`config.mk`:
```
export PLATFORM = sky130hd
export DESIGN_NAME = viterbi_decoder
export DESIGN_NICKNAME = d
export VERILOG_FILES = /design/src/common/viterbi_pkg.sv /design/src/acs/acs_unit.sv /design/src/rtl/branch_metric_unit.sv /design/src/rtl/viterbi_decoder.sv /design/src/traceback/survivor_traceback.sv
export VERILOG_INCLUDE_DIRS = /design/src /design/src/common
export SDC_FILE = /design/constraint.sdc
export NUM_CORES = 1
export LEC_CHECK = 0
export BUFFER_PORTS_ARGS = -buffer_cell sky130_fd_sc_hd__buf_2
export CORE_UTILIZATION = 55
export DETAILED_ROUTE_END_ITERATION = 6
export GPL_TIMING_DRIVEN = 0
export PLACE_DENSITY = 0.71
export SYNTH_ARGS = -nofsm -noshare
export SYNTH_HDL_FRONTEND = slang
export SYNTH_HIERARCHICAL = 1
export SYNTH_SLANG_ARGS = --single-unit
```
`constraint.sdc`:
```
create_clock -name clk -period 11.6 [get_ports clk]
set_input_delay 0 -clock clk [delete_from_list [all_inputs] [get_ports clk]]
set_output_delay 0 -clock clk [all_outputs]
set_load 0.02 [all_outputs]
```
`src/common/viterbi_cfg.svh`:
```
`ifndef VITERBI_CFG_SVH
`define VITERBI_CFG_SVH

//////////////////////////////
// Code definition
//////////////////////////////

// Rate 1/2, K = 3 code, generators 7 and 5 octal
// Bit 2 of a generator taps the newest input bit, bit 0 the oldest
`define VIT_GEN0 3'b111
`define VIT_GEN1 3'b101

//////////////////////////////
// Decoder sizing
//////////////////////////////

// Four trellis states for two memory bits
`define VIT_NUM_STATES 4
// Renormalized state metric width
`define VIT_METRIC_W 5
// Survivor window length in steps
`define VIT_TB_DEPTH 15
// Starting metric of states 1 to 3, so decoding starts at state 0
`define VIT_INIT_METRIC 8
// Input strobe to output strobe, one cycle per stage
`define VIT_STAGE_LAT 3

`endif

```
`src/common/viterbi_pkg.sv`:
```
`default_nettype none

`include "viterbi_cfg.svh"

package viterbi_pkg;

    //////////////////////////////
    // Channel side
    //////////////////////////////

    // Received code pair
    // Bit 1 carries the VIT_GEN0 output, bit 0 the VIT_GEN1 output
    typedef logic [1:0] symbol_t;

    // Hamming distance between two code pairs, 0 to 2
    typedef logic [1:0] bm_t;

    //////////////////////////////
    // Trellis side
    //////////////////////////////

    // Path metric, kept small by per-step renormalization
    typedef logic [`VIT_METRIC_W-1:0] metric_t;

    // Two most recent input bits
    // Bit 1 is the newest input, bit 0 the older one
    typedef logic [1:0] state_t;

    // One survivor bit per state
    // Each bit is the oldest bit of the winning predecessor
    typedef logic [`VIT_NUM_STATES-1:0] decision_t;

    // Survivor memory address, 0 to VIT_TB_DEPTH-1
    typedef logic [3:0] ptr_t;

endpackage

`default_nettype wire

```
`src/acs/acs_unit.sv`:
```
`default_nettype none
`timescale 1ns/100ps

`include "viterbi_cfg.svh"

module acs_unit (
    input  logic                   clk,
    input  logic                   rst_n,
    input  logic                   bm_valid,
    input  viterbi_pkg::bm_t       bm_00,
    input  viterbi_pkg::bm_t       bm_01,
    input  viterbi_pkg::bm_t       bm_10,
    input  viterbi_pkg::bm_t       bm_11,
    output logic                   dec_valid,
    output viterbi_pkg::decision_t decisions,
    output viterbi_pkg::state_t    best_state
);

    // Encoder output for a 3-bit register window
    // Window is {input bit, newer state bit, older state bit}
    function automatic viterbi_pkg::symbol_t code_pair(input logic [2:0] window);
        return {^(window & `VIT_GEN0), ^(window & `VIT_GEN1)};
    endfunction

    // Stored metrics, one per state
    viterbi_pkg::metric_t metric [`VIT_NUM_STATES];

    // Branch metrics indexed by code pair value
    viterbi_pkg::bm_t bm_tab [4];

    // Candidate sums carry one extra bit before renormalization
    logic [`VIT_METRIC_W:0] sum_lo   [`VIT_NUM_STATES];
    logic [`VIT_METRIC_W:0] sum_hi   [`VIT_NUM_STATES];
    logic [`VIT_METRIC_W:0] new_metric [`VIT_NUM_STATES];

    viterbi_pkg::decision_t new_dec;
    viterbi_pkg::state_t    min_state;

    //////////////////////////////
    // Add and compare
    //////////////////////////////

    always_comb begin
        viterbi_pkg::state_t nxt;
        viterbi_pkg::state_t pred_lo;
        viterbi_pkg::state_t pred_hi;

        bm_tab[0] = bm_00;
        bm_tab[1] = bm_01;
        bm_tab[2] = bm_10;
        bm_tab[3] = bm_11;

        for (int n = 0; n < `VIT_NUM_STATES; n++) begin
            nxt = viterbi_pkg::state_t'(n);
            // Both predecessors share the newer bit, which is now nxt[0]
            pred_lo = {nxt[0], 1'b0};
            pred_hi = {nxt[0], 1'b1};
            // Input bit of this transition is nxt[1]
            sum_lo[n] = {1'b0, metric[pred_lo]}
                      + {{(`VIT_METRIC_W-1){1'b0}}, bm_tab[code_pair({nxt, 1'b0})]};
            sum_hi[n] = {1'b0, metric[pred_hi]}
                      + {{(`VIT_METRIC_W-1){1'b0}}, bm_tab[code_pair({nxt, 1'b1})]};
            // Strict compare, a tie keeps the predecessor with oldest bit 0
            new_dec[n]    = (sum_hi[n] < sum_lo[n]);
            new_metric[n] = new_dec[n] ? sum_hi[n] : sum_lo[n];
        end
    end

    //////////////////////////////
    // Best state search
    //////////////////////////////

    // Lowest index wins on equal metrics
    always_comb begin
        min_state = '0;
        for (int n = 1; n < `VIT_NUM_STATES; n++) begin
            if (new_metric[n] < new_metric[min_state]) begin
                min_state = viterbi_pkg::state_t'(n);
            end
        end
    end

    //////////////////////////////
    // Select and renormalize
    //////////////////////////////

    // Metrics restart with state 0 favoured after reset
    always_ff @(posedge clk) begin
        if (!rst_n) begin
            dec_valid <= 1'b0;
            for (int n = 0; n < `VIT_NUM_STATES; n++) begin
                metric[n] <= (n == 0) ? '0 : viterbi_pkg::metric_t'(`VIT_INIT_METRIC);
            end
        end else begin
            dec_valid <= bm_valid;
            if (bm_valid) begin
                // Smallest metric becomes 0, spread stays well inside VIT_METRIC_W
                for (int n = 0; n < `VIT_NUM_STATES; n++) begin
                    metric[n] <= viterbi_pkg::metric_t'(new_metric[n]
                                                        - new_metric[min_state]);
                end
            end
        end
    end

    // Survivor payload for the traceback stage
    always_ff @(posedge clk) begin
        if (bm_valid) begin
            decisions  <= new_dec;
            best_state <= min_state;
        end
    end

endmodule

`default_nettype wire

```
`src/rtl/branch_metric_unit.sv`:
```
`default_nettype none
`timescale 1ns/100ps

module branch_metric_unit (
    input  logic                 clk,
    input  logic                 rst_n,
    input  logic                 in_valid,
    input  viterbi_pkg::symbol_t in_symbol,
    output logic                 bm_valid,
    output viterbi_pkg::bm_t     bm_00,
    output viterbi_pkg::bm_t     bm_01,
    output viterbi_pkg::bm_t     bm_10,
    output viterbi_pkg::bm_t     bm_11
);

    // Number of bit positions where the two pairs differ
    function automatic viterbi_pkg::bm_t hamming(
        input viterbi_pkg::symbol_t rx,
        input viterbi_pkg::symbol_t ref_pair
    );
        viterbi_pkg::symbol_t diff;
        diff = rx ^ ref_pair;
        return {1'b0, diff[1]} + {1'b0, diff[0]};
    endfunction

    //////////////////////////////
    // Strobe delay
    //////////////////////////////

    // Metrics below are valid one cycle after the input strobe
    always_ff @(posedge clk) begin
        if (!rst_n) begin
            bm_valid <= 1'b0;
        end else begin
            bm_valid <= in_valid;
        end
    end

    //////////////////////////////
    // Distance registers
    //////////////////////////////

    // One distance per possible code pair
    // Held between strobes, so idle gaps leave them unchanged
    always_ff @(posedge clk) begin
        if (in_valid) begin
            bm_00 <= hamming(in_symbol, 2'b00);
            bm_01 <= hamming(in_symbol, 2'b01);
            bm_10 <= hamming(in_symbol, 2'b10);
            bm_11 <= hamming(in_symbol, 2'b11);
        end
    end

endmodule

`default_nettype wire

```
`src/rtl/viterbi_decoder.sv`:
```
`default_nettype none
`timescale 1ns/100ps

module viterbi_decoder (
    input  logic                 clk,
    input  logic                 rst_n,
    input  logic                 in_valid,
    input  viterbi_pkg::symbol_t in_symbol,
    output logic                 out_valid,
    output logic                 out_bit
);

    //////////////////////////////
    // Stage wires
    //////////////////////////////

    // Branch metric to ACS
    logic             bm_valid;
    viterbi_pkg::bm_t bm_00;
    viterbi_pkg::bm_t bm_01;
    viterbi_pkg::bm_t bm_10;
    viterbi_pkg::bm_t bm_11;

    // ACS to traceback
    logic                   dec_valid;
    viterbi_pkg::decision_t decisions;
    viterbi_pkg::state_t    best_state;

    //////////////////////////////
    // Pipeline, one cycle per stage
    //////////////////////////////

    branch_metric_unit branch_metric_unit_i (
        .clk       (clk),
        .rst_n     (rst_n),
        .in_valid  (in_valid),
        .in_symbol (in_symbol),
        .bm_valid  (bm_valid),
        .bm_00     (bm_00),
        .bm_01     (bm_01),
        .bm_10     (bm_10),
        .bm_11     (bm_11)
    );

    acs_unit acs_unit_i (
        .clk        (clk),
        .rst_n      (rst_n),
        .bm_valid   (bm_valid),
        .bm_00      (bm_00),
        .bm_01      (bm_01),
        .bm_10      (bm_10),
        .bm_11      (bm_11),
        .dec_valid  (dec_valid),
        .decisions  (decisions),
        .best_state (best_state)
    );

    survivor_traceback survivor_traceback_i (
        .clk        (clk),
        .rst_n      (rst_n),
        .dec_valid  (dec_valid),
        .decisions  (decisions),
        .best_state (best_state),
        .out_valid  (out_valid),
        .out_bit    (out_bit)
    );

endmodule

`default_nettype wire

```
`src/traceback/survivor_traceback.sv`:
```
`default_nettype none
`timescale 1ns/100ps

`include "viterbi_cfg.svh"

module survivor_traceback (
    input  logic                   clk,
    input  logic                   rst_n,
    input  logic                   dec_valid,
    input  viterbi_pkg::decision_t decisions,
    input  viterbi_pkg::state_t    best_state,
    output logic                   out_valid,
    output logic                   out_bit
);

    // Circular survivor store, one decision vector per step
    viterbi_pkg::decision_t dec_mem [`VIT_TB_DEPTH];

    // Address of the next write
    viterbi_pkg::ptr_t wr_ptr;
    // Vectors written since reset, saturating at VIT_TB_DEPTH
    viterbi_pkg::ptr_t fill_cnt;

    logic                window_full;
    viterbi_pkg::state_t trace_state;

    // This strobe completes the window when 14 vectors are already stored
    assign window_full = (fill_cnt >= viterbi_pkg::ptr_t'(`VIT_TB_DEPTH - 1));

    //////////////////////////////
    // Write side
    //////////////////////////////

    always_ff @(posedge clk) begin
        if (!rst_n) begin
            wr_ptr   <= '0;
            fill_cnt <= '0;
        end else if (dec_valid) begin
            if (wr_ptr == viterbi_pkg::ptr_t'(`VIT_TB_DEPTH - 1)) begin
                wr_ptr <= '0;
            end else begin
                wr_ptr <= wr_ptr + 1'b1;
            end
            if (fill_cnt != viterbi_pkg::ptr_t'(`VIT_TB_DEPTH)) begin
                fill_cnt <= fill_cnt + 1'b1;
            end
        end
    end

    always_ff @(posedge clk) begin
        if (dec_valid) begin
            dec_mem[wr_ptr] <= decisions;
        end
    end

    //////////////////////////////
    // Traceback walk
    //////////////////////////////

    // Step 0 uses the incoming vector, it is not in memory yet
    // Step k reads the vector written k strobes earlier
    always_comb begin
        viterbi_pkg::decision_t dvec;
        int                     idx;

        trace_state = best_state;
        for (int k = 0; k < `VIT_TB_DEPTH - 1; k++) begin
            if (k == 0) begin
                dvec = decisions;
            end else begin
                // Wrap backwards around the circular store
                idx = int'(wr_ptr) - k;
                if (idx < 0) begin
                    idx = idx + `VIT_TB_DEPTH;
                end
                dvec = dec_mem[idx];
            end
            // Predecessor keeps the older bit as its newest, decision as its oldest
            trace_state = {trace_state[0], dvec[trace_state]};
        end
    end

    //////////////////////////////
    // Output register
    //////////////////////////////

    always_ff @(posedge clk) begin
        if (!rst_n) begin
            out_valid <= 1'b0;
        end else begin
            out_valid <= dec_valid && window_full;
        end
    end

    // Newest bit of the state 14 steps back is the decoded input
    always_ff @(posedge clk) begin
        if (dec_valid) begin
            out_bit <= trace_state[1];
        end
    end

endmodule

`default_nettype wire
```
==> flow_summary.toml <==
[global_routing]
grt_usage = 0.371
grt_max_degree = 21
grt_pass1_wl_um = 73400
grt_antenna_before_repair = 0
grt_pass1_vias = 12281
grt_overflow = 0

[sta]
hold_viol_final = 0
finalSetupViolations = 0
rsz0062_at_grt = "no"
worstMarginPinSlew_ps = 1220
fmax_mhz = 93.6
slew_headroom = 0.179
tns_ps = 0
min_period_over_period = 0.921
finClkSkew_ps = 12.3
layout_min_cycle_time_ps = 10680
drv_slew = 0

[min_path]
min_path_type = "primary input to flip-flop"

[finish]
layout_common_cells = "mux4_2, mux2i_1, clkbuf_1, a21oi_1, nand2_1"
syn_to_final_growth_pct = 5.18
num-nets-final = 1585
drive_above_1_share = 0.158
stdcell_area_um2 = 15300
num-fill-cells = 2194
layout_commonest_cell = "mux4_2"

[worst_setup_path]
crit_fanout = 8
crit_required_ps = 11800
critical-path-max-stage-delay_ps = 590
worst_path_most_repeated_cell = "ha_1"
ff2ff_path_depth = 43
cp.arrival_ps = 10880
r2r_start = "branch_metric_unit_i/bm_00[0]$_DFFE_PP_"
worstSetupEndpoint = "acs_unit_i/metric[2][4]$_SDFFCE_PN0P_"
slowest_stage = "o41ai_4"
cp-start-kind = "flip-flop"
r2r_end = "acs_unit_i/metric[2][4]$_SDFFCE_PN0P_"
rrSetupSlack_ps = 920
worst_setup_path_end_kind = "flip-flop"
worstSetupPathType = "flip-flop to flip-flop"
startpoint = "branch_metric_unit_i/bm_00[0]$_DFFE_PP_"

[clock_tree]
cts_tree = "yes"
path_clk_slew_ps = 80
h-tree-depth = 3
clk_latency_ps = 360
cts_resized = 0
clock_sinks = 104
cts.path.max_buffers = 2
numCtsBuffers = 9
postCtsSetupRepairBufs = 0
cts_hold_buf = 4
clockRootBuffer = "clkbuf_16"

[yosys]
netlist_instances = 1457
syn_area_per_cell_um2 = 9.95
ys_warn_count = 6
synth_edf_count = 93
synth.cell_area_um2 = 14500
synth_sequential_area_ratio = 0.208
yosys_register_bits = 104
ys.flop_type = "edfxtp_1"
async_reset_ff_frac = 0
synth_cell_type_count = 98
synth_nets = 1564

[die]
start_util = 0.558
boundaryPins = 7
die_w_um = 164
rows = 59
fp.dieH_um = 164
dieArea_um2 = 27000
core_um2 = 26000

[drt]
vias = 13015
wl_per_cell_um = 27.2
vias_per_cell = 7.15
dr.first_iter.drc_count = 2120
drcViolationCount = 0
ant_nets = 0
drtPass1Iterations = 6
drt-total-wl_um = 49500

[placement]
hpwl_um = 35900
post_dp_cell_area_um2 = 14900
gp_congestion = 1.02
portBuffers = 6

[run]
drv_cap = 0

[status]
status = "complete, no violations"
==> worst max-delay path: cells and delay by family (launching register included) <==
| kind | cells | cell delay, ps |
|---|---|---|
| fa+ha+maj | 8 | 2430 |
| xor+xnor | 2 | 260 |
| buf+inv | 5 | 560 |
| mux | 1 | 310 |
| compound gates | 21 | 5160 |
| flops | 1 | 480 |
| simple gates | 6 | 1310 |
==> stage by stage <==
stage                     utilization  setup WS, ps  hold WS [ps]  instances
after floorplan                     -          2530           112       1457
after global placement          0.575          1160           315       1798
after detailed placement        0.575          1120           318       1798
after CTS                       0.587          1060          37.3       1818
after global routing            0.587           268          56.9       1818
final                           0.587           920          49.6       1820
==> worst min-delay path by stage <==
stage,cells after the start,endpoint,start
after global routing,2,survivor_traceback_i/fill_cnt[1]$_SDFFE_PN0P_,rst_n
after detailed placement,1,branch_metric_unit_i/bm_00[1]$_DFFE_PP_,in_valid
after floorplan,0,branch_metric_unit_i/bm_00[0]$_DFFE_PP_,in_valid
final,2,survivor_traceback_i/fill_cnt[1]$_SDFFE_PN0P_,rst_n
after CTS,2,survivor_traceback_i/fill_cnt[1]$_SDFFE_PN0P_,rst_n
after global placement,1,branch_metric_unit_i/bm_00[1]$_DFFE_PP_,in_valid
==> layer usage <==
metal	vias to the layer above	GRT usage	routed length, um
met5	-	0.0152	54
met4	2	0.163	2300
met3	175	0.139	7670
met2	1031	0.515	20100
met1	6203	0.513	19400
li1	5604	-	-
==> cell usage after synthesis, types with 39 or more instances <==
library cell  number  area [um2]
a21oi_1          108         541
ha_1              90        1130
clkbuf_1         109         409
nand2_1          100         375
a211oi_1          52         390
o21ai_0           72         360
inv_1             52         195
xnor2_1           46         403
edfxtp_1          93        2790
nand3_1           39         195
mux2i_1          125        1250
mux4_2           132        2970
nor2_1            96         360
==> registers in the layout, summed over array words and instances (netlist names) <==
name and count:
survivor_traceback_i/out_bit 1, branch_metric_unit_i/bm_01 2, survivor_traceback_i/out_valid 1, branch_metric_unit_i/bm_valid 1
branch_metric_unit_i/bm_11 1, branch_metric_unit_i/bm_00 2, acs_unit_i/metric 20, branch_metric_unit_i/bm_10 1
acs_unit_i/decisions 4, survivor_traceback_i/dec_mem 60, survivor_traceback_i/wr_ptr 4, survivor_traceback_i/fill_cnt 4
acs_unit_i/best_state 2, acs_unit_i/dec_valid 1
==> kinds of logic (layout without fill, tap and decap cells) <==
kind of cell / after synthesis / after routing / share of synthesized area
adder cells (fa/ha/maj): 102 / 102 / 0.0942
AO/OA/AOI/OAI: 352 / 352 / 0.165
buffers and inverters: 191 / 217 / 0.0532
multiplexers: 278 / 278 / 0.311
other: 0 / 2 / 0
flip-flops: 104 / 104 / 0.208
AND/OR/NAND/NOR: 360 / 360 / 0.124
XOR/XNOR: 70 / 70 / 0.0451
==> cell type report <==
| class | count | area [um2] | area share |
|---|---|---|---|
| multi-input cells | 1162 | 10700 | 0.703 |
| flip-flops and latches | 104 | 3010 | 0.198 |
| plain buffers | 135 | 562 | 0.0368 |
| well taps | 335 | 419 | 0.0275 |
| clock buffers | 11 | 233 | 0.0153 |
| inverters | 56 | 210 | 0.0138 |
| repair buffers | 10 | 70.1 | 0.00459 |
| clock inverters | 5 | 23.8 | 0.00156 |
| diodes | 2 | 5.00 | 0.000328 |
Power is left out: the tool's default activity adds up to more than one toggle a clock period on the data nets, which glitch-free logic cannot reach.
